--- src/encArithPkg.sv ---
`default_nettype none

// ************************************************************
// Arithmetic types of the encoder datapath.
// ************************************************************

package encArithPkg;

    // Element and product widths.
    localparam int elemWidth = 8;                   // Key and plaintext element.
    localparam int prodWidth = 16;                  // Full 8x8 product.

    // Four products need two extra bits before truncation.
    localparam int sumExtWidth = prodWidth + 2;

    // One unsigned key or plaintext element.
    typedef logic [elemWidth-1:0] elemT;

    // One element product. An 8x8 product always fits here.
    typedef logic [prodWidth-1:0] prodT;

    // One row sum, truncated to 16 bits.
    // The overflow bit travels separately as carry.
    typedef logic [prodWidth-1:0] sumT;

endpackage

`default_nettype wire

--- src/encCtrlPkg.sv ---
`default_nettype none

// ************************************************************
// Shape and timing of the key matrix engine.
// ************************************************************

package encCtrlPkg;

    localparam int matDim  = 4;                     // Rows and columns of the key.
    localparam int matSize = matDim * matDim;       // Elements in the key.

    // Row or column index into the key matrix.
    typedef logic [$clog2(matDim)-1:0] keyIdxT;

    // Edges from an accepted vector to its result.
    localparam int pipeLatency = 2;

endpackage

`default_nettype wire

--- src/compMul2to1.sv ---
`default_nettype none
`timescale 1ns/1ps

// Registered unsigned 8x8 multiplier.
// Product is valid one edge after the operands.

module compMul2to1 import encArithPkg::*; (
    input  logic clk,
    input  elemT a,                                 // Key element.
    input  elemT b,                                 // Plaintext element.
    output prodT prod                               // Full product, registered.
);

    // ************************************************************
    // Multiply stage.
    // ************************************************************

    prodT prodNext;                                 // Combinational product.

    // Widen both operands first so the product keeps all 16 bits.
    always_comb begin
        prodNext = prodT'(a) * prodT'(b);
    end

    // Payload register. Idle operands are zero upstream.
    always_ff @(posedge clk) begin
        prod <= prodNext;
    end

endmodule

`default_nettype wire

--- src/compSum4to1.sv ---
`default_nettype none
`timescale 1ns/1ps

// Registered 4-to-1 adder of products.
// Sum and carry are valid one edge after the products.

module compSum4to1 import encArithPkg::*; (
    input  logic clk,
    input  logic reset,
    input  prodT p0,
    input  prodT p1,
    input  prodT p2,
    input  prodT p3,
    output sumT  sum,                               // Low 16 bits of the total.
    output logic carry                              // Total reached 65536 or more.
);

    // ************************************************************
    // Add stage.
    // ************************************************************

    logic [sumExtWidth-1:0] sumExt;                 // Full width total.

    // Extend before adding so no bit is lost.
    always_comb begin
        sumExt = sumExtWidth'(p0) + sumExtWidth'(p1)
               + sumExtWidth'(p2) + sumExtWidth'(p3);
    end

    always_ff @(posedge clk) begin
        if (reset) begin
            sum   <= '0;
            carry <= 1'b0;
        end else begin
            sum   <= sumExt[prodWidth-1:0];         // Truncated row sum.
            carry <= |sumExt[sumExtWidth-1:prodWidth]; // Any bit above 16.
        end
    end

    // ************************************************************
    // Checks.
    // ************************************************************

    // Without overflow the sum cannot be below any of its terms.
    noWrapSum : assert property (@(posedge clk) disable iff (reset)
        (!$past(reset) && !carry) |->
            (sum >= $past(p0)) && (sum >= $past(p1)) &&
            (sum >= $past(p2)) && (sum >= $past(p3)))
        else $error("Row sum smaller than a product without carry.");

endmodule

`default_nettype wire

--- src/encKeyStore.sv ---
`default_nettype none
`timescale 1ns/1ps

// Key matrix register file.
// One element written per strobe, all sixteen read in parallel.

module encKeyStore
    import encArithPkg::*;
    import encCtrlPkg::*;
(
    input  logic               clk,
    input  logic               reset,
    input  logic               keyWrite,       // Write strobe.
    input  keyIdxT             keyRow,
    input  keyIdxT             keyCol,
    input  elemT               keyData,
    output elemT [matSize-1:0] keyMat          // Row-major key.
);

    // Flat element address is {row, col}.
    localparam int addrWidth = 2 * $bits(keyIdxT);

    logic [addrWidth-1:0] keyAddr;             // Row-major element address.
    logic [matSize-1:0]   wrEn;                // One-hot write enable.
    elemT [matSize-1:0]   keyReg;              // Key elements.

    assign keyAddr = {keyRow, keyCol};         // Equals 4*row + col.

    // ************************************************************
    // Write decode.
    // ************************************************************

    always_comb begin
        for (int i = 0; i < matSize; i++) begin
            wrEn[i] = keyWrite && (keyAddr == addrWidth'(i));
        end
    end

    // ************************************************************
    // Storage.
    // ************************************************************

    // A vector sampled at the write edge still sees the old key.
    always_ff @(posedge clk) begin
        if (reset) begin
            keyReg <= '0;                      // All-zero key.
        end else begin
            for (int i = 0; i < matSize; i++) begin
                if (wrEn[i]) begin
                    keyReg[i] <= keyData;
                end
            end
        end
    end

    // Parallel read straight from the registers.
    assign keyMat = keyReg;

    // ************************************************************
    // Checks.
    // ************************************************************

    // An unknown address or data would corrupt the key silently.
    keyWriteKnown : assert property (@(posedge clk) disable iff (reset)
        keyWrite |-> !$isunknown({keyRow, keyCol, keyData}))
        else $error("Key write with unknown address or data.");

endmodule

`default_nettype wire

--- src/encMatrixEngine.sv ---
`default_nettype none
`timescale 1ns/1ps

// Hill-style block encoder top.
// Key store feeds the multiplicator. Result follows a vector by two edges.

module encMatrixEngine
    import encArithPkg::*;
    import encCtrlPkg::*;
(
    input  logic              clk,
    input  logic              reset,

    // Key load.
    input  logic              keyWrite,
    input  keyIdxT            keyRow,
    input  keyIdxT            keyCol,
    input  elemT              keyData,

    // Plaintext vector.
    input  logic              vecValid,
    input  elemT [matDim-1:0] vecData,

    // Encoded vector.
    output logic              outValid,
    output sumT  [matDim-1:0] out,
    output logic [matDim-1:0] carry
);

    elemT [matSize-1:0] keyMat;                // Key, row-major.
    elemT [matSize-1:0] matB;                  // Vector copied once per row.

    // ************************************************************
    // Vector replication.
    // ************************************************************

    // Element 4r+c pairs key[r][c] with vecData[c].
    for (genvar r = 0; r < matDim; r++) begin : gRow
        for (genvar c = 0; c < matDim; c++) begin : gCol
            assign matB[matDim*r + c] = vecData[c];
        end
    end

    encKeyStore i_encKeyStore (
        .clk      (clk),
        .reset    (reset),
        .keyWrite (keyWrite),
        .keyRow   (keyRow),
        .keyCol   (keyCol),
        .keyData  (keyData),
        .keyMat   (keyMat)
    );

    modEncMultiplicator i_modEncMultiplicator (
        .clk      (clk),
        .reset    (reset),
        .inValid  (vecValid),
        .matA     (keyMat),
        .matB     (matB),
        .outValid (outValid),
        .out      (out),
        .carry    (carry)
    );

endmodule

`default_nettype wire

--- src/modEncMultiplicator.sv ---
`default_nettype none
`timescale 1ns/1ps

// Matrix-vector multiplicator.
// Sixteen element products feed four row summers.
// Row r takes elements 4r to 4r+3 of both operands.

module modEncMultiplicator
    import encArithPkg::*;
    import encCtrlPkg::*;
(
    input  logic                clk,
    input  logic                reset,
    input  logic                inValid,        // Operand pulse.
    input  elemT [matSize-1:0]  matA,           // Key, row-major.
    input  elemT [matSize-1:0]  matB,           // Vector, one copy per row.
    output logic                outValid,       // Result pulse.
    output sumT  [matDim-1:0]   out,            // Row sums.
    output logic [matDim-1:0]   carry           // Row overflow bits.
);

    elemT [matSize-1:0] opB;                    // Gated vector operand.
    prodT [matSize-1:0] prodMat;                // Registered products.
    logic [pipeLatency-1:0] validPipe;          // Valid shift register.

    // ************************************************************
    // Multiply stage.
    // ************************************************************

    // Idle cycles feed zeros, so out holds zero between results.
    for (genvar i = 0; i < matSize; i++) begin : gMul
        assign opB[i] = inValid ? matB[i] : '0;

        compMul2to1 i_compMul2to1 (
            .clk  (clk),
            .a    (matA[i]),
            .b    (opB[i]),
            .prod (prodMat[i])
        );
    end

    // ************************************************************
    // Sum stage.
    // ************************************************************

    for (genvar r = 0; r < matDim; r++) begin : gSum
        compSum4to1 i_compSum4to1 (
            .clk   (clk),
            .reset (reset),
            .p0    (prodMat[matDim*r + 0]),
            .p1    (prodMat[matDim*r + 1]),
            .p2    (prodMat[matDim*r + 2]),
            .p3    (prodMat[matDim*r + 3]),
            .sum   (out[r]),
            .carry (carry[r])
        );
    end

    // Valid follows the data through both register stages.
    always_ff @(posedge clk) begin
        if (reset) begin
            validPipe <= '0;
        end else begin
            validPipe <= {validPipe[pipeLatency-2:0], inValid};
        end
    end

    assign outValid = validPipe[pipeLatency-1];  // Oldest stage.

    // ************************************************************
    // Checks.
    // ************************************************************

    validKnown : assert property (@(posedge clk) disable iff (reset)
        !$isunknown(outValid))
        else $error("outValid unknown after reset.");

    // Result pulse lines up with the operand pulse of two edges back.
    validLatency : assert property (@(posedge clk) disable iff (reset)
        (!$past(reset, 1) && !$past(reset, pipeLatency)) |->
            (outValid == $past(inValid, pipeLatency)))
        else $error("outValid out of step with inValid.");

endmodule

`default_nettype wire

--- config.mk ---
export PLATFORM = sky130hd
export DESIGN_NAME = encMatrixEngine
export DESIGN_NICKNAME = d
export VERILOG_FILES = /design/src/encArithPkg.sv /design/src/encCtrlPkg.sv /design/src/compMul2to1.sv /design/src/compSum4to1.sv /design/src/encKeyStore.sv /design/src/encMatrixEngine.sv /design/src/modEncMultiplicator.sv
export SDC_FILE = /design/constraint.sdc
export NUM_CORES = 2
export LEC_CHECK = 0
export ABC_AREA = 1
export BUFFER_PORTS_ARGS = -buffer_cell sky130_fd_sc_hd__buf_2
export CAP_MARGIN = 15
export CORE_ASPECT_RATIO = 0.75
export CORE_UTILIZATION = 55
export DETAILED_ROUTE_END_ITERATION = 12
export GPL_TIMING_DRIVEN = 0
export PLACE_DENSITY = 0.71
export SLEW_MARGIN = 20
export SYNTH_ARGS = -nofsm -noshare
export SYNTH_HDL_FRONTEND = slang
export SYNTH_SLANG_ARGS = --single-unit
--- constraint.sdc ---
create_clock -name clk -period 6 [get_ports clk]
set_input_delay 0.6 -clock clk [delete_from_list [all_inputs] [get_ports clk]]
set_output_delay 0.6 -clock clk [all_outputs]
set_load 0.1 [all_outputs]
==> key figures <==
Run status
  • Outcome: finished, final reports clean

Floorplanning
  • Initial Util: 55.79%
  • Die area: 0.09654 mm2
  • Core Rows: 97
  • Core area: 0.09394 mm2
  • Die X: 358.4 um
  • Die height: 269.3 um
  • I/O Pins: 117

STA
  • Final Skew: 0.04481 ns
  • Worst slew pin tran: 1.243 ns
  • Setup_tns: 0 ns
  • Setup WS post-layout: 0.3197 ns
  • Slew Viols, Final: 0
  • Minimum clock period: 5.680 ns
  • RSZ-0062 raised after global routing: false
  • Slew HR: 17.16%
  • Final worst path period share: 94.67%
  • Maximum clock rate: 176.0 MHz
  • Final setup vio count: 0
  • Final hold vios: 0

Logic synthesis
  • FFs w/ async S/R, synth: 0%
  • Sequential share of the synthesized area: 17.34%
  • Top cells by area, synth: fa_1, dfxtp_1, ha_1, inv_1, nor2_1
  • Syn nets: 8162
  • Ys flop type: dfxtp_1
  • EDFF count, synth: 0
  • Netlist cell types: 36
  • Synth Cell Area: 0.05241 mm2
  • Warnings, synthesis: 0
  • Leading area contributor after synthesis: fa_1
  • Yosys top cell area share: 24.75%
  • Number of synthesized register bits: 454
  • Mapped Avg Cell Area: 7.751 um2
  • Cell count after synthesis: 6762

Route
  • DRC viols: 0
  • Vias per inst: 5.426
  • Detailed router's first-iteration violation count: 4236
  • DR WL/cell: 18.74 um
  • Via count: 44580
  • Post-Route WL: 153900 um
  • Antenna violation net count after detailed routing: 0
  • First drt pass iteration count: 6

CTS
  • TritonCTS clock tree: done
  • # hold bufs at CTS: 0
  • Clock tree buffer depth: 3
  • TritonCTS sink count: 454
  • Post-CTS sizing: 0
  • CTS buffer count: 52
  • Root buffer cell: clkbuf_16
  • Clk_lat worst skew: 0.65 ns
  • CTS clk-pin slew, worst paths: 0.06 ns
  • Post-CTS Setup Inserts: 0
  • H-tree levels: 2

Run
  • MaxCap Viol Count: 0

Final layout
  • Fillers: 8642
  • Fraction of layout cells with a size suffix above 1: 4.733%
  • Fin nets: 8331
  • Synth-to-layout area growth: 7.389%

GRT
  • Global-route wire length before repair: 239100 um
  • Global-route usage over all layers: 32.17%
  • Vias in the first global route: 43070
  • Initial antenna violation count: 8
  • Largest net degree at the start of global routing: 15
  • Final global-route overflow total: 0

Critical path
  • Buf/Inv on CP: 7
  • CP Data Required Time: 6.51 ns
  • Startpoint Class: input pin
  • Slowest cell on crit path: nand2_1
  • Worst-path maximum fanout: 10
  • Critical path class: in2reg
  • Crit-path leading delay family: adder cells
  • Crit-path cells: buf_2 > buf_2 > nand2_1 > inv_1 > nand2_1 > fa_1 > fa_1 > inv_1 > fa_1 > inv_1 > fa_1 > inv_1 > ha_1 > nand2_1 > inv_1 > a21boi_1 > nor2_1 > nor2_1 > xor2_1
  • CP arrival: 6.19 ns
  • Flop-to-flop setup slack: 1.63 ns
  • Most frequent CP cell: inv_1
  • Crit. End Element: flip-flop
  • Slowest stage delay, CP: 0.71 ns

Power and ir drop
  • P per Cell Area: 140.3 mW/mm2
  • Peak VDD IR: 0.0001956 V
  • Leak Pwr: 31.07 nW

Placed design
  • Port bufs: 115
  • Final HPWL DP: 125200 um
  • RePlAce Congestion: 1.001
  • Dpl ws: -0.1311 ns

Worst hold path
  • Worst min path class: in2reg
layer usage:
layer  GRT usage [%]  wire (um)
met5               0         11
met4           11.11       6155
met3           8.968      18040
met2           46.74      62870
met1           45.62      66850
power breakdown:
group          switching (mW)  total (mW)  internal, mW
clock network            1.42        3.29          1.87
registers              0.0389        3.16          3.12
logic                    1.10        1.45         0.348
layout make-up:
| class | count | area (um2) | area share (%) |
|---|---|---|---|
| inverters | 1536 | 5766 | 10.24 |
| multi-input cells | 4627 | 36810 | 65.40 |
| repair buffers | 115 | 575.6 | 1.023 |
| well taps | 1237 | 1548 | 2.750 |
| flip-flops and latches | 454 | 9089 | 16.15 |
| plain buffers | 145 | 759.5 | 1.349 |
| clock buffers | 64 | 1386 | 2.463 |
| diodes | 6 | 15.01 | 0.02668 |
| clock inverters | 31 | 335.3 | 0.5958 |
cells in the mapped netlist, types with 3 or more instances:
cell type / n
a21boi_0: 12
a21boi_1: 9
a21o_1: 31
a21oi_1: 422
a31oi_1: 21
and2_1: 5
buf_1: 3
buf_2: 89
buf_4: 8
buf_6: 8
clkbuf_1: 36
dfxtp_1: 454
fa_1: 648
ha_1: 704
inv_1: 1532
inv_2: 4
nand2_1: 940
nand3_1: 160
nand3b_1: 14
nand4_1: 54
nor2_1: 1065
nor3_1: 51
o21a_1: 7
o21ai_0: 225
o21ai_1: 18
o21ai_2: 4
o21bai_1: 17
or2_2: 3
xnor2_1: 110
xor2_1: 99
final timing paths:
kind,from,end,depth (start not counted)
worst max-delay path,vecValid,flip-flop,19
worst min-delay path,reset,i_modEncMultiplicator.validPipe[0],2
worst max register to register,i_encKeyStore.keyMat[19],i_modEncMultiplicator.gMul[2].i_compMul2to1.prod[13],15
worst min register to register,i_modEncMultiplicator.validPipe[0],i_modEncMultiplicator.validPipe[1],2
layout by cell type (no fill, tap or decap), drive strengths merged, types with 54 or more instances in the layout:
| cell | n |
|---|---|
| xnor2 | 110 |
| o21ai | 247 |
| clkbuf | 101 |
| nand4 | 54 |
| xor2 | 99 |
| ha | 704 |
| nor2 | 1065 |
| dfxtp | 454 |
| buf | 223 |
| a21oi | 422 |
| fa | 648 |
| nand2 | 940 |
| inv | 1542 |
| nand3 | 160 |
registers in the layout (all words and copies together), names as in the netlist:
name and flops:
i_modEncMultiplicator.validPipe 2, i_modEncMultiplicator.gSum.i_compSum4to1.carry 4, i_encKeyStore.keyMat 128, i_modEncMultiplicator.gSum.i_compSum4to1.sum 64, i_modEncMultiplicator.gMul.i_compMul2to1.prod 256
logic make-up after synthesis:
family	synth area share, %
adder cells (fa/ha/maj)	41.56
XOR/XNOR	3.493
buffers and inverters	12.43
flip-flops	17.34
AND/OR/NAND/NOR	17.39
AO/OA/AOI/OAI	7.785
through the flow:
step / cells / hold WS [ns] / instance area [um2] / power (mW) / util (%)
finish: 8215 / 0.2685 / 56280 / 7.898 / 59.91
global route: 8212 / 0.2530 / 56270 / 8.172 / 59.91
CTS: 8209 / 0.2354 / 56260 / 7.917 / 59.89
detailed placement: 8114 / 0.4006 / 54540 / 4.624 / 58.06
global placement: 8114 / 0.4022 / 54530 / 4.613 / 58.05
floorplan: 6762 / 0.3883 / 52410 / 4.144 / -
Note: power is estimated with default switching activity, not from simulation.
